$ cat src/la_defs.svh
// shared widths, register map and credit setup of the logic analyzer
// register addresses are byte addresses in an 8-bit space, all 32-bit wide
// LA_CREDITS must fit in LA_CRW bits
`ifndef LA_DEFS_SVH
`define LA_DEFS_SVH

// probe and counter widths
`define LA_DW      8
`define LA_CW      16
`define LA_DCW     8
`define LA_RLE_CW  8

// output credits after reset, and the credit counter width
`define LA_CREDITS 4
`define LA_CRW     3

// register map
`define LA_A_CTL   8'h00
`define LA_A_PRE   8'h04
`define LA_A_PST   8'h08
`define LA_A_MSK   8'h0C
`define LA_A_VAL   8'h10
`define LA_A_EPOS  8'h14
`define LA_A_ENEG  8'h18
`define LA_A_DEC   8'h1C
`define LA_A_RLE   8'h20
`define LA_A_POL   8'h24
`define LA_A_DROP  8'h28

`endif

$ cat src/la_pkg.sv
// types shared by the logic analyzer stages and the register port
// struct field order is fixed, the testbench packs and unpacks them
`include "la_defs.svh"

package la_pkg;

  // sample beat between the four stream stages, valid only
  typedef struct packed {
    logic              valid;
    logic              last;
    logic [`LA_DW-1:0] data;
  } smp_t;

  // output beat, count is run length minus one
  typedef struct packed {
    logic                  valid;
    logic                  last;
    logic [`LA_RLE_CW-1:0] count;
    logic [`LA_DW-1:0]     value;
  } out_t;

  // register access request, one cycle per access
  typedef struct packed {
    logic        wen;
    logic        ren;
    logic [7:0]  addr;
    logic [31:0] wdata;
  } reg_req_t;

  // acquisition states, also read back in ctl bits 1:0
  typedef enum logic [1:0] {
    acq_idle  = 2'd0,
    acq_pre   = 2'd1,
    acq_armed = 2'd2,
    acq_post  = 2'd3
  } acq_state_e;

  // bit positions in the control register
  typedef enum logic [4:0] {
    ctl_bit_rst = 5'd0,
    ctl_bit_str = 5'd1,
    ctl_bit_stp = 5'd2,
    ctl_bit_trg = 5'd3
  } ctl_bit_e;

endpackage

$ cat src/la_regs.sv
// register bank of the logic analyzer
// readback and ack arrive one cycle after the access, unmapped reads give 0
// ctl writes only create one-cycle pulses, nothing is stored there
`timescale 1ns/10ps
`include "la_defs.svh"

module la_regs import la_pkg::*; (
  input  logic                bus,
  input  logic                ctl_rst,
  input  reg_req_t            req,
  output logic [31:0]         rdata,
  output logic                ack,
  output logic [`LA_CW-1:0]   cfg_pre,
  output logic [`LA_CW-1:0]   cfg_pst,
  output logic [`LA_DW-1:0]   cfg_msk,
  output logic [`LA_DW-1:0]   cfg_val,
  output logic [`LA_DW-1:0]   cfg_epos,
  output logic [`LA_DW-1:0]   cfg_eneg,
  output logic [`LA_DCW-1:0]  cfg_dec,
  output logic                cfg_rle,
  output logic [`LA_DW-1:0]   cfg_pol,
  output logic                evn_rst,
  output logic                evn_str,
  output logic                evn_stp,
  output logic                evn_trg,
  input  acq_state_e          sts_state,
  input  logic [`LA_CW-1:0]   drop_cnt
);

  logic ctl_wr;

  assign ctl_wr = req.wen && (req.addr == `LA_A_CTL);

  //////////////////////////////////////////////////////////////
  // handshake and control pulses
  //////////////////////////////////////////////////////////////

  always_ff @(posedge bus) begin
    if (ctl_rst) begin
      ack     <= 1'b0;
      evn_rst <= 1'b0;
      evn_str <= 1'b0;
      evn_stp <= 1'b0;
      evn_trg <= 1'b0;
    end else begin
      ack     <= req.wen || req.ren;
      // pulses last one cycle, low unless ctl is written
      evn_rst <= ctl_wr && req.wdata[ctl_bit_rst];
      evn_str <= ctl_wr && req.wdata[ctl_bit_str];
      evn_stp <= ctl_wr && req.wdata[ctl_bit_stp];
      evn_trg <= ctl_wr && req.wdata[ctl_bit_trg];
    end
  end

  //////////////////////////////////////////////////////////////
  // configuration writes
  //////////////////////////////////////////////////////////////

  always_ff @(posedge bus) begin
    if (ctl_rst) begin
      cfg_pre  <= '0;
      cfg_pst  <= '0;
      cfg_msk  <= '0;
      cfg_val  <= '0;
      cfg_epos <= '0;
      cfg_eneg <= '0;
      cfg_dec  <= '0;
      cfg_rle  <= 1'b0;
      cfg_pol  <= '0;
    end else if (req.wen) begin
      case (req.addr)
        `LA_A_PRE:  cfg_pre  <= req.wdata[`LA_CW-1:0];
        `LA_A_PST:  cfg_pst  <= req.wdata[`LA_CW-1:0];
        `LA_A_MSK:  cfg_msk  <= req.wdata[`LA_DW-1:0];
        `LA_A_VAL:  cfg_val  <= req.wdata[`LA_DW-1:0];
        `LA_A_EPOS: cfg_epos <= req.wdata[`LA_DW-1:0];
        `LA_A_ENEG: cfg_eneg <= req.wdata[`LA_DW-1:0];
        `LA_A_DEC:  cfg_dec  <= req.wdata[`LA_DCW-1:0];
        `LA_A_RLE:  cfg_rle  <= req.wdata[0];
        `LA_A_POL:  cfg_pol  <= req.wdata[`LA_DW-1:0];
        default: ;
      endcase
    end
  end

  // readback, sampled every cycle, used by the host only with ack
  always_ff @(posedge bus) begin
    case (req.addr)
      `LA_A_CTL:  rdata <= {30'd0, sts_state};
      `LA_A_PRE:  rdata <= 32'(cfg_pre);
      `LA_A_PST:  rdata <= 32'(cfg_pst);
      `LA_A_MSK:  rdata <= 32'(cfg_msk);
      `LA_A_VAL:  rdata <= 32'(cfg_val);
      `LA_A_EPOS: rdata <= 32'(cfg_epos);
      `LA_A_ENEG: rdata <= 32'(cfg_eneg);
      `LA_A_DEC:  rdata <= 32'(cfg_dec);
      `LA_A_RLE:  rdata <= {31'd0, cfg_rle};
      `LA_A_POL:  rdata <= 32'(cfg_pol);
      `LA_A_DROP: rdata <= 32'(drop_cnt);
      default:    rdata <= '0;
    endcase
  end

endmodule

$ cat src/la_dec.sv
// decimator, keeps one valid sample in every cfg_dec+1
// lowering cfg_dec below the running count wraps it on the next sample
`timescale 1ns/10ps
`include "la_defs.svh"

module la_dec import la_pkg::*; (
  input  logic               bus,
  input  logic               ctl_rst,
  input  logic               srst,
  input  logic [`LA_DCW-1:0] cfg_dec,
  input  smp_t               din,
  output smp_t               dout
);

  // samples seen since the last kept one
  logic [`LA_DCW-1:0] cnt;

  always_ff @(posedge bus) begin
    // payload follows the input, valid decides
    dout.data <= din.data;
    dout.last <= din.last;
    if (ctl_rst || srst) begin
      cnt        <= '0;
      dout.valid <= 1'b0;
    end else begin
      // only the sample at count zero passes
      dout.valid <= din.valid && (cnt == '0);
      if (din.valid) begin
        cnt <= (cnt >= cfg_dec) ? '0 : cnt + 1'b1;
      end
    end
  end

endmodule

$ cat src/la_trigger.sv
// polarity and trigger stage, data and trg leave one cycle after the input
// level match needs a nonzero mask, edges compare with the previous valid sample
// no edge fires on the first sample after a reset
`timescale 1ns/10ps
`include "la_defs.svh"

module la_trigger import la_pkg::*; (
  input  logic              bus,
  input  logic              ctl_rst,
  input  logic              srst,
  input  logic [`LA_DW-1:0] cfg_pol,
  input  logic [`LA_DW-1:0] cfg_msk,
  input  logic [`LA_DW-1:0] cfg_val,
  input  logic [`LA_DW-1:0] cfg_epos,
  input  logic [`LA_DW-1:0] cfg_eneg,
  input  smp_t              din,
  output smp_t              dout,
  output logic              trg
);

  logic [`LA_DW-1:0] pol;
  logic [`LA_DW-1:0] prv;
  logic              prv_vld;
  logic              lvl;
  logic              edg;

  // inverted probe bits
  assign pol = din.data ^ cfg_pol;

  // comparator, masked equality
  assign lvl = (|cfg_msk) && ((pol & cfg_msk) == (cfg_val & cfg_msk));

  // rising bits in epos, falling bits in eneg
  assign edg = prv_vld && (|((pol & ~prv & cfg_epos) | (~pol & prv & cfg_eneg)));

  always_ff @(posedge bus) begin
    dout.data <= pol;
    dout.last <= din.last;
    // edge history
    if (din.valid) begin
      prv <= pol;
    end
    if (ctl_rst || srst) begin
      dout.valid <= 1'b0;
      trg        <= 1'b0;
      prv_vld    <= 1'b0;
    end else begin
      dout.valid <= din.valid;
      trg        <= din.valid && (lvl || edg);
      if (din.valid) begin
        prv_vld <= 1'b1;
      end
    end
  end

endmodule

$ cat src/la_acq.sv
// acquisition FSM, forwards samples one cycle later while not idle
// cfg_pre samples before arming, cfg_pst samples after the trigger sample
// cfg_pst of 0 acts as 1, the post window always holds one sample
// stop wins over every other event and never produces last
`timescale 1ns/10ps
`include "la_defs.svh"

module la_acq import la_pkg::*; (
  input  logic              bus,
  input  logic              ctl_rst,
  input  logic              srst,
  input  logic              evn_str,
  input  logic              evn_stp,
  input  logic              evn_trg,
  input  logic              trg,
  input  logic [`LA_CW-1:0] cfg_pre,
  input  logic [`LA_CW-1:0] cfg_pst,
  input  smp_t              din,
  output smp_t              dout,
  output acq_state_e        state
);

  // window counter, one extra bit keeps the compare free of overflow
  logic [`LA_CW-1:0] cnt;
  logic [`LA_CW:0]   cnt_inc;
  logic              fin;

  assign cnt_inc = {1'b0, cnt} + 1'b1;

  // final post-trigger sample, carries last
  assign fin = (state == acq_post) && din.valid && !evn_stp &&
               (cnt_inc >= {1'b0, cfg_pst});

  //////////////////////////////////////////////////////////////
  // output stage
  //////////////////////////////////////////////////////////////

  always_ff @(posedge bus) begin
    dout.data <= din.data;
    if (ctl_rst || srst) begin
      dout.valid <= 1'b0;
      dout.last  <= 1'b0;
    end else begin
      // gate the stream to the active states
      dout.valid <= din.valid && (state != acq_idle);
      dout.last  <= fin;
    end
  end

  //////////////////////////////////////////////////////////////
  // state machine
  //////////////////////////////////////////////////////////////

  always_ff @(posedge bus) begin
    if (ctl_rst || srst) begin
      state <= acq_idle;
      cnt   <= '0;
    end else if (evn_stp) begin
      state <= acq_idle;
    end else begin
      case (state)
        acq_idle: begin
          if (evn_str) begin
            cnt   <= '0;
            // an empty pre window arms at once
            state <= (cfg_pre == '0) ? acq_armed : acq_pre;
          end
        end
        acq_pre: begin
          if (din.valid) begin
            if (cnt_inc >= {1'b0, cfg_pre}) begin
              cnt   <= '0;
              state <= acq_armed;
            end else begin
              cnt <= cnt_inc[`LA_CW-1:0];
            end
          end
        end
        acq_armed: begin
          // trigger sample itself still belongs to armed
          if (evn_trg || (din.valid && trg)) begin
            cnt   <= '0;
            state <= acq_post;
          end
        end
        acq_post: begin
          if (din.valid) begin
            cnt <= cnt_inc[`LA_CW-1:0];
            if (fin) begin
              state <= acq_idle;
            end
          end
        end
        default: state <= acq_idle;
      endcase
    end
  end

endmodule

$ cat src/la_rle.sv
// run-length encoder with credit flow control on the output
// CW must not exceed LA_RLE_CW, the count field of out_t
// a beat that finds no credit is lost and counted in drop_cnt
// a last sample that also opens a new run leaves one cycle later
`timescale 1ns/10ps
`include "la_defs.svh"

module la_rle import la_pkg::*; #(
  parameter int unsigned CW = `LA_RLE_CW
) (
  input  logic              bus,
  input  logic              ctl_rst,
  input  logic              srst,
  input  logic              cfg_rle,
  input  smp_t              din,
  input  logic              crd,
  output out_t              dout,
  output logic [`LA_CW-1:0] drop_cnt
);

  // open run
  logic              run_vld;
  logic              run_lst;
  logic [CW-1:0]     run_cnt;
  logic [`LA_DW-1:0] run_val;
  // next run
  logic              rn_vld;
  logic              rn_lst;
  logic [CW-1:0]     rn_cnt;
  logic [`LA_DW-1:0] rn_val;
  // beat due this cycle
  logic              emit;
  logic              emit_ok;
  logic              e_lst;
  logic [CW-1:0]     e_cnt;
  logic [`LA_DW-1:0] e_val;
  logic [`LA_CRW-1:0] credits;

  //////////////////////////////////////////////////////////////
  // run tracking
  //////////////////////////////////////////////////////////////

  always_comb begin
    emit   = 1'b0;
    e_lst  = 1'b0;
    e_cnt  = '0;
    e_val  = din.data;
    rn_vld = run_vld;
    rn_lst = run_lst;
    rn_cnt = run_cnt;
    rn_val = run_val;
    if (!cfg_rle) begin
      // bypass, one beat per sample
      emit   = din.valid;
      e_lst  = din.last;
      rn_vld = 1'b0;
      rn_lst = 1'b0;
    end else if (run_vld && run_lst) begin
      // flush a pending last run
      emit   = 1'b1;
      e_lst  = 1'b1;
      e_cnt  = run_cnt;
      e_val  = run_val;
      rn_vld = din.valid;
      rn_lst = din.last;
      rn_cnt = '0;
      rn_val = din.data;
    end else if (din.valid) begin
      if (!run_vld) begin
        // single-sample last leaves at once
        emit   = din.last;
        e_lst  = din.last;
        rn_vld = !din.last;
        rn_lst = 1'b0;
        rn_cnt = '0;
        rn_val = din.data;
      end else if ((din.data == run_val) && !(&run_cnt)) begin
        if (din.last) begin
          emit   = 1'b1;
          e_lst  = 1'b1;
          e_cnt  = run_cnt + 1'b1;
          e_val  = run_val;
          rn_vld = 1'b0;
        end else begin
          rn_cnt = run_cnt + 1'b1;
        end
      end else begin
        // value change or full counter closes the run
        emit   = 1'b1;
        e_cnt  = run_cnt;
        e_val  = run_val;
        rn_vld = 1'b1;
        rn_lst = din.last;
        rn_cnt = '0;
        rn_val = din.data;
      end
    end
  end

  assign emit_ok = emit && (credits != '0);

  //////////////////////////////////////////////////////////////
  // output, credits and drops
  //////////////////////////////////////////////////////////////

  always_ff @(posedge bus) begin
    run_cnt    <= rn_cnt;
    run_val    <= rn_val;
    dout.last  <= e_lst;
    dout.count <= `LA_RLE_CW'(e_cnt);
    dout.value <= e_val;
    if (ctl_rst || srst) begin
      run_vld    <= 1'b0;
      run_lst    <= 1'b0;
      dout.valid <= 1'b0;
      credits    <= `LA_CRW'(`LA_CREDITS);
      drop_cnt   <= '0;
    end else begin
      run_vld    <= rn_vld;
      run_lst    <= rn_lst;
      dout.valid <= emit_ok;
      if (emit && !emit_ok) begin
        drop_cnt <= drop_cnt + 1'b1;
      end
      // use and return in one cycle cancel out
      if (emit_ok && !crd) begin
        credits <= credits - 1'b1;
      end else if (!emit_ok && crd && (credits != `LA_CRW'(`LA_CREDITS))) begin
        credits <= credits + 1'b1;
      end
    end
  end

endmodule

$ cat src/la_top.sv
// logic analyzer top, eight probe lines and one clock
// the probe source cannot stall, so beats without credit are dropped
// software reset clears the stream stages only, registers keep their values
`timescale 1ns/10ps
`include "la_defs.svh"

module la_top import la_pkg::*; (
  input  logic              bus,
  input  logic              ctl_rst,
  input  reg_req_t          req,
  output logic [31:0]       rdata,
  output logic              ack,
  input  logic [`LA_DW-1:0] probe,
  input  logic              probe_vld,
  input  logic              crd,
  output out_t              dout
);

  // configuration
  logic [`LA_CW-1:0]  cfg_pre;
  logic [`LA_CW-1:0]  cfg_pst;
  logic [`LA_DW-1:0]  cfg_msk;
  logic [`LA_DW-1:0]  cfg_val;
  logic [`LA_DW-1:0]  cfg_epos;
  logic [`LA_DW-1:0]  cfg_eneg;
  logic [`LA_DCW-1:0] cfg_dec;
  logic               cfg_rle;
  logic [`LA_DW-1:0]  cfg_pol;
  // events and status
  logic               evn_rst;
  logic               evn_str;
  logic               evn_stp;
  logic               evn_trg;
  logic               trg;
  acq_state_e         state;
  logic [`LA_CW-1:0]  drop_cnt;
  // stream between stages
  smp_t               smp_in;
  smp_t               smp_dec;
  smp_t               smp_trg;
  smp_t               smp_acq;

  assign smp_in = '{valid: probe_vld, last: 1'b0, data: probe};

  la_regs la_regs_inst (
    .bus       (bus),
    .ctl_rst   (ctl_rst),
    .req       (req),
    .rdata     (rdata),
    .ack       (ack),
    .cfg_pre   (cfg_pre),
    .cfg_pst   (cfg_pst),
    .cfg_msk   (cfg_msk),
    .cfg_val   (cfg_val),
    .cfg_epos  (cfg_epos),
    .cfg_eneg  (cfg_eneg),
    .cfg_dec   (cfg_dec),
    .cfg_rle   (cfg_rle),
    .cfg_pol   (cfg_pol),
    .evn_rst   (evn_rst),
    .evn_str   (evn_str),
    .evn_stp   (evn_stp),
    .evn_trg   (evn_trg),
    .sts_state (state),
    .drop_cnt  (drop_cnt)
  );

  ////////////////////////////////////////////////////////////
  // sample path
  ////////////////////////////////////////////////////////////

  la_dec la_dec_inst (
    .bus     (bus),
    .ctl_rst (ctl_rst),
    .srst    (evn_rst),
    .cfg_dec (cfg_dec),
    .din     (smp_in),
    .dout    (smp_dec)
  );

  la_trigger la_trigger_inst (
    .bus      (bus),
    .ctl_rst  (ctl_rst),
    .srst     (evn_rst),
    .cfg_pol  (cfg_pol),
    .cfg_msk  (cfg_msk),
    .cfg_val  (cfg_val),
    .cfg_epos (cfg_epos),
    .cfg_eneg (cfg_eneg),
    .din      (smp_dec),
    .dout     (smp_trg),
    .trg      (trg)
  );

  la_acq la_acq_inst (
    .bus     (bus),
    .ctl_rst (ctl_rst),
    .srst    (evn_rst),
    .evn_str (evn_str),
    .evn_stp (evn_stp),
    .evn_trg (evn_trg),
    .trg     (trg),
    .cfg_pre (cfg_pre),
    .cfg_pst (cfg_pst),
    .din     (smp_trg),
    .dout    (smp_acq),
    .state   (state)
  );

  la_rle #(
    .CW (`LA_RLE_CW)
  ) la_rle_inst (
    .bus      (bus),
    .ctl_rst  (ctl_rst),
    .srst     (evn_rst),
    .cfg_rle  (cfg_rle),
    .din      (smp_acq),
    .crd      (crd),
    .dout     (dout),
    .drop_cnt (drop_cnt)
  );

endmodule

$ cat config.mk
export PLATFORM = sky130hd
export DESIGN_NAME = la_top
export DESIGN_NICKNAME = d
export VERILOG_FILES = /design/src/la_pkg.sv /design/src/la_regs.sv /design/src/la_dec.sv /design/src/la_trigger.sv /design/src/la_acq.sv /design/src/la_rle.sv /design/src/la_top.sv
export VERILOG_INCLUDE_DIRS = /design/src
export SDC_FILE = /design/constraint.sdc
export NUM_CORES = 1
export LEC_CHECK = 0
export BUFFER_PORTS_ARGS = -buffer_cell sky130_fd_sc_hd__buf_2
export CAP_MARGIN = 0
export CORE_AREA = 2 2 142 144
export DETAILED_ROUTE_END_ITERATION = 16
export DIE_AREA = 0 0 144 146
export GPL_TIMING_DRIVEN = 0
export HOLD_SLACK_MARGIN = 0.1
export PLACE_DENSITY = 0.75
export SLEW_MARGIN = 20
export SYNTH_ARGS = -nofsm -noshare
export SYNTH_HDL_FRONTEND = slang
export SYNTH_SLANG_ARGS = --single-unit
$ cat constraint.sdc
create_clock -name bus -period 7.35 [get_ports bus]
set_clock_uncertainty 0.05 [all_clocks]
set_input_delay 0.735 -clock bus [delete_from_list [all_inputs] [get_ports bus]]
set_output_delay 0.735 -clock bus [all_outputs]
set_load 0.05 [all_outputs]
==> summary.md, run 1 <==
| Metric | Value |
|---|---|
| Outcome | complete, no violations |
| Hold-fix buffers, CTS | 0 |
| Final RePlAce weighted congestion | between 0.9 and 1 |
| Clock sinks | between 200 and 250 |
| CTS Buffer Depth | 3 |
| Initial Utilization | 0.554 |
| Max-Cap Viols | 0 |
| Largest stage delay, worst path | around 0.74 ns |
| Non-Filler Instances | 1610 |
| Placed inst area | around 11000 sq um |
| Placed cells | approximately 1600 |
| Post-route setup slack | approximately 3.2 ns |
| Count of cell types in the netlist | between 70 and 80 |
| Row count | 51 |
| Fraction of registers with async set/reset | 0 |
| TNS Setup | 0 ns |
| Root buf cell | clkbuf_16 |
| YS warnings | 0 |
| Inserted Diodes | 0 |
| Clk slew on worst S/H paths | approximately 0.060 ns |
| Rel. slew slack | 0.365 |
| Most frequent cells in the layout | 197 x dfxtp_1, 164 x nand2_1, 125 x a21oi_1, 97 x nand3_1, 77 x inv_1 |
| # DRC | 0 |
| Worst EP arrival | 4.55 ns |
| Post CTS Setup Buffer Count | 0 |
| Area delta synth->final | 14.3% |
| Crit path max-delay family | compound AO/OA/AOI/OAI gates |
| Total iterations of the first detailed-routing run | 9 |
| Mapped Cells | ~1200 |
| Fill cell count | 1650 |
| Final Hold Fails | 0 |
| Port bufs | 61 |
| Core ar. | approximately 19000 sq um |
| Drt wl/cell | about 18 microns |
| Htree depth | 1 |
| Critical path startpoint category | register |
| Layout Nets | about 1400 |
| Least-Margin Pin Slew | about 0.95 ns |
| Pre-CTS WS | roughly 3.3 ns |
| CP cell instances | nand3_1 -> nor3_1 -> nand2_1 -> xnor2_1 -> ha_1 -> a21oi_1 -> nand2_1 -> a221o_2 -> a2111oi_4 -> buf_6 -> o211ai_2 -> a21oi_1 |
| Die Wd | 144 microns |
| Register bit total from synthesis | approximately 220 |
| Max Fclk | between 200 and 250 MHz |
| Clock Latency Late Sink | 0.53 ns |
| Maximum vdd ir drop | roughly 0.16 mV |
| Worst path bufs/invs | 1 |
| Post-synth top flop | dfxtp_1 |
| Final wirelength | 28.9 mm |
| GR Overflow Total | 0 |
| Sequential area share after synthesis | 0.436 |
| Worst Path Required | 7.74 ns |
| Initial antenna violation count | 0 |
| Crit path capture type | register |
| GRT Overall Usage | 0.271 |
| Via count | ~9600 |
| Unrepaired setup endpoints after global routing | no |
| Util after Layout | 0.633 |
| Post-DP HPWL | between 20 and 25 mm |
| Most common cell after layout, fill and taps aside | dfxtp_1 |
| Io pins | 105 |
| Final cycle utilization of the critical path | 0.566 |
| Vias in the first global route | 8740 |
| HP Class | in -> reg |
| Avg Inst Size Synth | slightly below 9 sq um |
| Cts repair resizes | 0 |
| Largest net degree at the start of global routing | 15 |
| CP max FO | 10 |
| Final setup vio count | 0 |
| Post-synth EDFFs | 24 |
| Pleak | about 4.6 nW |
| Slew Viols, Final | 0 |
| Layout cells sized above 1 | 0.122 |
| Die height | 146 microns |
| Design Area, Final | between 10000 and 15000 sq um |
| Initial DRC count | between 1000 and 1500 |
| Total CTS buffers | 24 |
| Die ar. | roughly 21000 sq um |
| Critical-path top delay cell | nor3_1 |
| Critical path class | reg -> reg |
| PD cells | roughly 220 nW/um^2 |
| Drt via density | 5.97 |
| Post-synthesis cell area | between 10000 and 15000 sq um |
| First-pass GRT wire length | 45.4 mm |
| CTS tree | yes |
| Antenna-violating nets left | 0 |
| Tmin final | 4.16 ns |
-- state kept, by name (all words and copies together) (netlist names), 9 cells and up --
name / cells
la_acq_inst.cnt: 16
la_acq_inst.dout: 10
la_dec_inst.dout: 9
la_regs_inst.cfg_pre: 16
la_regs_inst.cfg_pst: 16
la_regs_inst.rdata: 16
la_rle_inst.dout: 18
la_rle_inst.drop_cnt: 16
la_trigger_inst.dout: 9
-- layout make-up --
cell class	instances	area, sq um	share of cell area
Buffer	79	440	0.0360
Multi-Input combinational cell	863	5370	0.439
Clock inverter	17	200	0.0164
Clock buffer	27	642	0.0524
Tap cell	265	332	0.0271
Inverter	77	289	0.0236
Timing Repair Buffer	61	305	0.0249
Sequential cell	221	4660	0.381
-- metrics by stage --
step	total power (W)	hold WS, ns
final	0.00265	0.254
after CTS	0.00265	0.249
after global routing	0.00271	0.250
after floorplan	0.00135	0.260
after detailed placement	0.00139	0.264
after global placement	0.00139	0.260
-- kinds of logic (layout without fill, tap and decap cells) --
group,count (synthesis),after routing,share of synthesized area
multiplexers,18,18,0.0179
flip-flops,221,221,0.436
AO/OA/AOI/OAI,270,270,0.167
other,1,16,0.000350
AND/OR/NAND/NOR,453,453,0.206
adder cells (fa/ha/maj),50,50,0.0591
buffers and inverters,156,261,0.0681
XOR/XNOR,56,56,0.0458
-- where the power goes --
part	internal (W)	switching (W)	total [W]	leakage, nW
sequential	0.00123	0.00000913	0.00124	1.80
clock	0.000769	0.000509	0.00128	0.409
combinational	0.0000325	0.0000949	0.000127	2.42
total	0.00203	0.000613	0.00265	4.64
-- metal layers --
metal	part of all wire	wire length, microns	global-route usage
met5	0	0	0
met4	0.040	1160	0.0975
met2	0.44	12700	0.414
met3	0.095	2740	0.0480
met1	0.43	12300	0.383
-- worst paths after layout --
kind,startpoint,endpoint,slack [ns],depth (start not counted)
worst max register to register,la_acq_inst.cnt[2],la_acq_inst.cnt[12],3.19,12
worst min register to register,la_trigger_inst.dout[6],la_acq_inst.dout[6],0.28,0
worst min-delay path,probe[2],la_dec_inst.dout[2],0.25,1
worst max-delay path,la_acq_inst.cnt[2],la_acq_inst.cnt[12],3.19,12
-- cell usage after synthesis (all sizes together), types with 19 or more instances --
cell type / n / area, sq um
a21oi: 126 / 634
nand3: 98 / 495
nor2: 57 / 216
nor3: 25 / 141
buf: 28 / 189
xor2: 23 / 201
inv: 77 / 289
nand2: 164 / 616
o21ai: 22 / 110
xnor2: 33 / 289
ha: 49 / 613
clkbuf: 51 / 251
dfxtp: 197 / 3940
edfxtp: 24 / 721
nand4: 19 / 119
Power figures use the tool's default switching activity.
==> run 2, diff against run 1 <==
==> constraint.sdc (replaced) <==
create_clock -name bus -period 4.35 [get_ports bus]
set_clock_uncertainty 0.05 [all_clocks]
set_input_delay 0.435 -clock bus [delete_from_list [all_inputs] [get_ports bus]]
set_output_delay 0.435 -clock bus [all_outputs]
set_load 0.05 [all_outputs]
==> summary.md, run 2 (synthesis gave the netlist of run 1 again) <==
| Metric | Value |
|---|---|
| Area delta synth->final | 15.3% |
| Final RePlAce weighted congestion | 0.945 (unchanged) |
| Drt via density | 5.93 (-0.66%) |
| Rel. slew slack | 0.360 (-0.00415) |
| GR Overflow Total | 0 (unchanged) |
| Antenna-violating nets left | 0 (unchanged) |
| Port bufs | 61 (unchanged) |
| Worst Path Required | 4.74 ns (-3.00 ns) |
| PD cells | 362 nW/um^2 (+68%) |
| Worst EP arrival | 4.27 ns (-0.28 ns) |
| Initial Utilization | 0.554 (unchanged) |
| Die ar. | 21000 sq um (unchanged) |
| Clock Latency Late Sink | 0.53 ns (about the same) |
| Total iterations of the first detailed-routing run | 9 (unchanged) |
| Io pins | 105 (unchanged) |
| First-pass GRT wire length | 45.5 mm (+0.21%) |
| Root buf cell | clkbuf_16 |
| Least-Margin Pin Slew | 0.956 ns (+0.00620 ns) |
| Via count | 9602 (-0.042%) |
| Post-DP HPWL | 21.2 mm (unchanged) |
| Outcome | complete, no violations |
| Critical-path top delay cell | a2111oi_4 |
| CTS tree | yes |
| Layout Nets | 1440 (+0.63%) |
| Total CTS buffers | 24 (unchanged) |
| Fill cell count | 1644 (-0.36%) |
| Layout cells sized above 1 | 0.122 (about the same) |
| Design Area, Final | 12300 sq um (+0.80%) |
| Util after Layout | 0.638 (+0.00505) |
| Most frequent cells in the layout | 197 x dfxtp_1, 164 x nand2_1, 125 x a21oi_1, 97 x nand3_1, 77 x inv_1 |
| CTS Buffer Depth | 3 (unchanged) |
| CP max FO | 10 (unchanged) |
| TNS Setup | 0 ns (unchanged) |
| Post CTS Setup Buffer Count | 0 (unchanged) |
| Maximum vdd ir drop | 0.261 mV (+68%) |
| Tmin final | 3.88 ns (-0.281 ns) |
| Worst path bufs/invs | 1 (unchanged) |
| Most common cell after layout, fill and taps aside | dfxtp_1 |
| Slew Viols, Final | 0 (unchanged) |
| Hold slack | 0.132 ns (-0.122 ns) |
| Row count | 51 (unchanged) |
| Max Fclk | 258 MHz (+7.2%) |
| Max-Cap Viols | 0 (unchanged) |
| Clk slew on worst S/H paths | 0.06 ns (about the same) |
| Vias in the first global route | 8770 (+0.34%) |
| Die height | 146 microns (unchanged) |
| Critical path startpoint category | register |
| Die Wd | 144 microns (unchanged) |
| CP cell instances | nand3_1 -> nor3_2 -> nand2_1 -> xnor2_1 -> ha_1 -> a21oi_1 -> nand2_1 -> a221o_2 -> a2111oi_4 -> buf_6 -> o211ai_2 -> a21oi_1 |
| Final cycle utilization of the critical path | 0.892 (+0.326) |
| Placed inst area | 11400 sq um (unchanged) |
| Final setup vio count | 0 (unchanged) |
| Final Hold Fails | 0 (unchanged) |
| # DRC | 0 (unchanged) |
| HP Class | in -> reg |
| Drt wl/cell | 17.8 microns (-0.57%) |
| Pleak | 4.67 nW (+0.81%) |
| Core ar. | 19300 sq um (unchanged) |
| Largest net degree at the start of global routing | 15 (unchanged) |
| Crit path capture type | register |
| GRT Overall Usage | 0.271 (+0.000551) |
| Initial DRC count | 1192 (+6.4%) |
| Htree depth | 1 (unchanged) |
| Most flops, register | la_rle_inst.dout |
| Unrepaired setup endpoints after global routing | no |
| Initial antenna violation count | 0 (unchanged) |
| Crit path max-delay family | compound AO/OA/AOI/OAI gates |
| Final wirelength | 28.9 mm (about the same) |
| Critical path class | reg -> reg |
| Largest stage delay, worst path | 0.65 ns (-0.09 ns) |
| Clock sinks | 221 (unchanged) |
| Max reg flops | 18 (unchanged) |
[run 2: cell count changes in the layout (fill, tap and decap cells not counted)]
cell / before / now
diode_2: 0 / 1
nor3_2: 1 / 2
dlygate4sd3_1: 0 / 9
nor3_1: 23 / 22
[run 2: layout make-up]
type | instances | area [sq um] | area share
inverters | 77 | 289 | 0.0234
multi-input cells | 863 | 5370 | 0.435
clock inverters | 17 | 200 | 0.0162
clock buffers | 27 | 642 | 0.0520
flip-flops and latches | 221 | 4660 | 0.378
diodes | 1 | 2.50 | 0.000203
well taps | 265 | 332 | 0.0269
repair buffers | 70 | 395 | 0.0320
plain buffers | 79 | 440 | 0.0357
[run 2: layer usage]
metal / wire, microns / track usage
met2: 12600 / 0.415
met4: 1110 / 0.0975
met5: 0 / 0
met3: 2800 / 0.0480
met1: 12300 / 0.383
[run 2: worst paths after layout]
kind / startpoint / endpoint / slack [ns] / cells after the start
setup / recovery: la_acq_inst.cnt[2] / la_acq_inst.cnt[12] / 0.47 / 12
hold / removal: req[12] / la_regs_inst.cfg_pst[12] / 0.13 / 3
setup reg to reg: la_acq_inst.cnt[2] / la_acq_inst.cnt[12] / 0.47 / 12
hold reg to reg: la_trigger_inst.dout[6] / la_acq_inst.dout[6] / 0.28 / 0
[run 2: stage by stage]
stage | cells | power, W | setup WS, ns
after floorplan | 1240 | 0.00228 | 0.973
after global placement | 1566 | 0.00235 | 0.369
after detailed placement | 1566 | 0.00235 | 0.310
after CTS | 1619 | 0.00449 | 0.244
after global routing | 1619 | 0.00458 | 0.237
final | 1620 | 0.00447 | 0.470
[run 2: report_power, final]
group	total [W]	internal, W	switching, W	leakage, nW
registers	0.00210	0.00208	0.0000154	1.80
logic	0.000222	0.0000602	0.000161	2.46
clock network	0.00215	0.00130	0.000853	0.409
[run 2: repair_timing]
item / 4_1_cts / 5_1_grt
hold endpoints to repair: 9 / 0
setup endpoints to repair: 0 / 10
resized for setup: 0 / 1
hold buffers: 9 / 0
[run 2: worst reg2reg max path, delay by kind of cell (launching register included)]
kind            cells  cell delay (ns)
buf+inv             1             0.24
fa+ha+maj           1             0.31
flops               1             0.43
compound gates      5             1.47
simple gates        4             1.01
xor+xnor            1             0.27
==> run 3, diff against run 2 <==
--- a/config.mk
+++ b/config.mk
@@ -6,14 +6,15 @@
 export SDC_FILE = /design/constraint.sdc
 export NUM_CORES = 1
 export LEC_CHECK = 0
+export ABC_AREA = 1
 export BUFFER_PORTS_ARGS = -buffer_cell sky130_fd_sc_hd__buf_2
 export CAP_MARGIN = 0
-export CORE_AREA = 2 2 142 144
+export CORE_AREA = 2 2 140 142
 export DETAILED_ROUTE_END_ITERATION = 16
-export DIE_AREA = 0 0 144 146
+export DIE_AREA = 0 0 142 144
 export GPL_TIMING_DRIVEN = 0
 export HOLD_SLACK_MARGIN = 0.1
-export PLACE_DENSITY = 0.75
+export PLACE_DENSITY = 0.76
 export SLEW_MARGIN = 20
 export SYNTH_ARGS = -nofsm -noshare
 export SYNTH_HDL_FRONTEND = slang
==> summary.md, run 3 <==
| Metric | Value |
|---|---|
| Outcome | complete, no violations |
| Row count | 51 (unchanged) |
| GR Overflow Total | 0 (unchanged) |
| # DRC | 0 (unchanged) |
| CTS tree | yes |
| Layout Nets | 1529 (+6.2%) |
| Avg Inst Size Synth | 8.03 sq um (-8.1%) |
| Max Fclk | 297 MHz (+15%) |
| Unrepaired setup endpoints after global routing | no |
| CTS Buffer Depth | 3 (unchanged) |
| HP Class | in -> reg |
| Area leader, netlist | dfxtp_1 |
| Post-synth EDFFs | 24 (unchanged) |
| Count of cell types in the netlist | 52 (-31%) |
| Io pins | 105 (unchanged) |
| Die ar. | 20400 sq um (-2.7%) |
| Top-count cell post-synth | dfxtp_1 |
| GRT Overall Usage | 0.265 (-0.00662) |
| Final RePlAce weighted congestion | 0.988 (+4.5%) |
| CP max FO | 10 (unchanged) |
| R2R Setup Slk | 0.99 ns (+0.52 ns) |
| Final wirelength | 27.1 mm (-6.0%) |
| Pleak | 4.98 nW (+6.6%) |
| Initial DRC count | 830 (-30%) |
| Post-route setup slack | 0.986 ns (+0.515 ns) |
| Clk slew on worst S/H paths | 0.06 ns (about the same) |
| Terminating pin of the worst hold path | la_regs_inst.evn_stp |
| Reg2Reg Launch Point | la_acq_inst.cnt[0] |
| Drt wl/cell | 16.1 microns (-9.4%) |
| Post-synthesis cell area | 10500 sq um (-2.2%) |
| Die height | 144 microns (-1.4%) |
| Dominant cells by area after synthesis | dfxtp_1 38%, edfxtp_1 6.9%, a21oi_1 6.7% |
| Register bit total from synthesis | 221 (unchanged) |
| Port bufs | 71 (+16%) |
| Final setup vio count | 0 (unchanged) |
| Root buf cell | clkbuf_16 |
| Inserted Diodes | 0 (-1) |
| Fraction of registers with async set/reset | 0 (unchanged) |
| Top cell type's share of synthesized area | 0.376 (+0.00810) |
| Layout cells sized above 1 | 0.126 (+0.00426) |
| Clock Latency Late Sink | 0.52 ns (about the same) |
| Critical path startpoint category | register |
| Area delta synth->final | 15.4% |
| Post-synth top flop | dfxtp_1 |
| Worst EP arrival | 3.75 ns (-0.52 ns) |
| Initial antenna violation count | 0 (unchanged) |
| Critical path class | reg -> reg |
| Most frequent cells in the layout | 197 x dfxtp_1, 186 x inv_1, 171 x nand2_1, 140 x a21oi_1, 102 x nor2_1 |
| Least-Margin Pin Slew | 0.881 ns (-0.0748 ns) |
| FF-to-FF path depth | 17 (+5) |
| Die Wd | 142 microns (-1.4%) |
| First-pass GRT wire length | 42.9 mm (-5.7%) |
| Most common cell after layout, fill and taps aside | dfxtp_1 |
| WHS Path Cells | 2 (-1) |
| Post-synth top cells | 197 x dfxtp_1, 186 x inv_1, 171 x nand2_1 |
| Post-DP HPWL | 20.4 mm (-3.9%) |
| Hold Path Origin | ctl_rst |
| Post CTS Setup Buffer Count | 0 (unchanged) |
| Sequential area share after synthesis | 0.445 (+0.00958) |
| Crit path capture type | register |
| Total iterations of the first detailed-routing run | 5 (-4) |
| Pre-CTS WS | 1.05 ns (+0.744 ns) |
| Final Hold Fails | 0 (unchanged) |
| YS warnings | 0 (unchanged) |
| Tmin final | 3.36 ns (-0.515 ns) |
| Final cycle utilization of the critical path | 0.773 (-0.118) |
| Critical Path Source | la_acq_inst.cnt[0] |
| Clock sinks | 221 (unchanged) |
| Slew Viols, Final | 0 (unchanged) |
| Drt via density | 5.46 (-7.8%) |
| Htree depth | 1 (unchanged) |
| TNS Setup | 0 ns (unchanged) |
| Max-Cap Viols | 0 (unchanged) |
| Rel. slew slack | 0.408 (+0.0477) |
| Mapped Cells | 1304 (+6.4%) |
| Antenna-violating nets left | 0 (unchanged) |
| Core ar. | 19100 sq um (-1.3%) |
| Initial Utilization | 0.549 (-0.00466) |
| Worst Path Required | 4.73 ns (about the same) |
| PD cells | 378 nW/um^2 (+4.4%) |
| Total CTS buffers | 24 (unchanged) |
| Reg2Reg Capture Point | la_acq_inst.cnt[12] |
| Max reg flops | 18 (unchanged) |
| Maximum vdd ir drop | 0.298 mV (+14%) |
| Most flops, register | la_rle_inst.dout |
| Vias in the first global route | 8589 (-2.1%) |
| Largest net degree at the start of global routing | 15 (unchanged) |
| Via count | 9186 (-4.3%) |
-- run 3: cell count changes after synthesis, sizes merged, moves of 14 or more --
cell	before	now
inv	77	191
a21oi	126	140
and3	17	0
clkbuf	51	19
o21ai	22	100
nand2	164	178
nand3	98	57
xnor2	33	14
nor2	57	111
o22ai	11	25
-- run 3: power breakdown --
part	internal, W	leakage [nW]	switching (W)
clock	0.00125	0.401	0.000822
combinational	0.000109	2.78	0.000265
sequential	0.00209	1.80	0.0000267
total	0.00346	4.98	0.00111
-- run 3: routing by layer --
metal  global-route usage  vias to the layer above  wire length, microns  part of all wire
met2                0.447                      372                 12500              0.46
li1                     -                     4585                     -                 -
met1                0.338                     4144                 11300              0.42
met3               0.0450                       85                  2180             0.080
met5                    0                        -                     0                 0
met4                0.106                        0                  1130             0.042
-- run 3: cells by family (layout without fill, tap and decap cells) --
logic type / after synthesis / in the layout / share of synthesized area
buffers and inverters: 243 / 367 / 0.0964
AND/OR/NAND/NOR: 431 / 431 / 0.191
adder cells (fa/ha/maj): 50 / 50 / 0.0604
XOR/XNOR: 49 / 49 / 0.0410
flip-flops: 221 / 221 / 0.445
multiplexers: 6 / 6 / 0.00645
AO/OA/AOI/OAI: 303 / 303 / 0.159
other: 1 / 16 / 0.000358
-- run 3: cell type report --
cell class | instances | area (sq um)
Clock buffer | 34 | 709
Buffer | 49 | 282
Sequential cell | 221 | 4660
Multi-Input combinational cell | 855 | 4860
Timing Repair Buffer | 80 | 445
Fill cell | 1658 | 6990
Tap cell | 238 | 298
Clock inverter | 10 | 109
Inverter | 194 | 728
-- run 3: worst max path at each step --
stage                                to  slack [ns]  cells after the start
floorplan            la_acq_inst.cnt[7]        1.60                     17
global placement    la_acq_inst.cnt[12]        1.13                     17
detailed placement  la_acq_inst.cnt[12]        1.05                     17
CTS                 la_acq_inst.cnt[12]        1.01                     17
global route        la_acq_inst.cnt[12]        0.69                     17
finish              la_acq_inst.cnt[12]        0.99                     17
-- run 3: worst max-delay path, cell delays in order (launching register included) --
cell and delay, ns:
dfxtp_1 0.39, ha_1 0.24, nand3_2 0.15, nor3_1 0.35, nand2_1 0.15, nor2_1 0.14, xor2_1 0.28, ha_1 0.32
a21oi_1 0.14, o211ai_1 0.09, inv_1 0.06, nand2_1 0.05, nor2_1 0.12, nand4_2 0.21, nand2_4 0.18, buf_6 0.15
nand3_1 0.08, a21oi_1 0.13
-- run 3: per-stage QoR --
| step | std cells | hold slack [ns] | total power (W) | area (sq um) | utilization |
|---|---|---|---|---|---|
| floorplan | 1319 | 0.260 | 0.00242 | 10500 | - |
| global placement | 1628 | 0.261 | 0.00252 | 11200 | 0.586 |
| detailed placement | 1628 | 0.262 | 0.00253 | 11200 | 0.586 |
| CTS | 1681 | 0.115 | 0.00459 | 12100 | 0.634 |
| global route | 1681 | 0.142 | 0.00472 | 12100 | 0.634 |
| finish | 1681 | 0.133 | 0.00457 | 12100 | 0.634 |
-- run 3: what timing repair did --
| item | 4_1_cts | 5_1_grt |
|---|---|---|
| endpoints found under the hold margin | 9 | 0 |
| resized for setup | 0 | 0 |
| hold buffers | 9 | 0 |
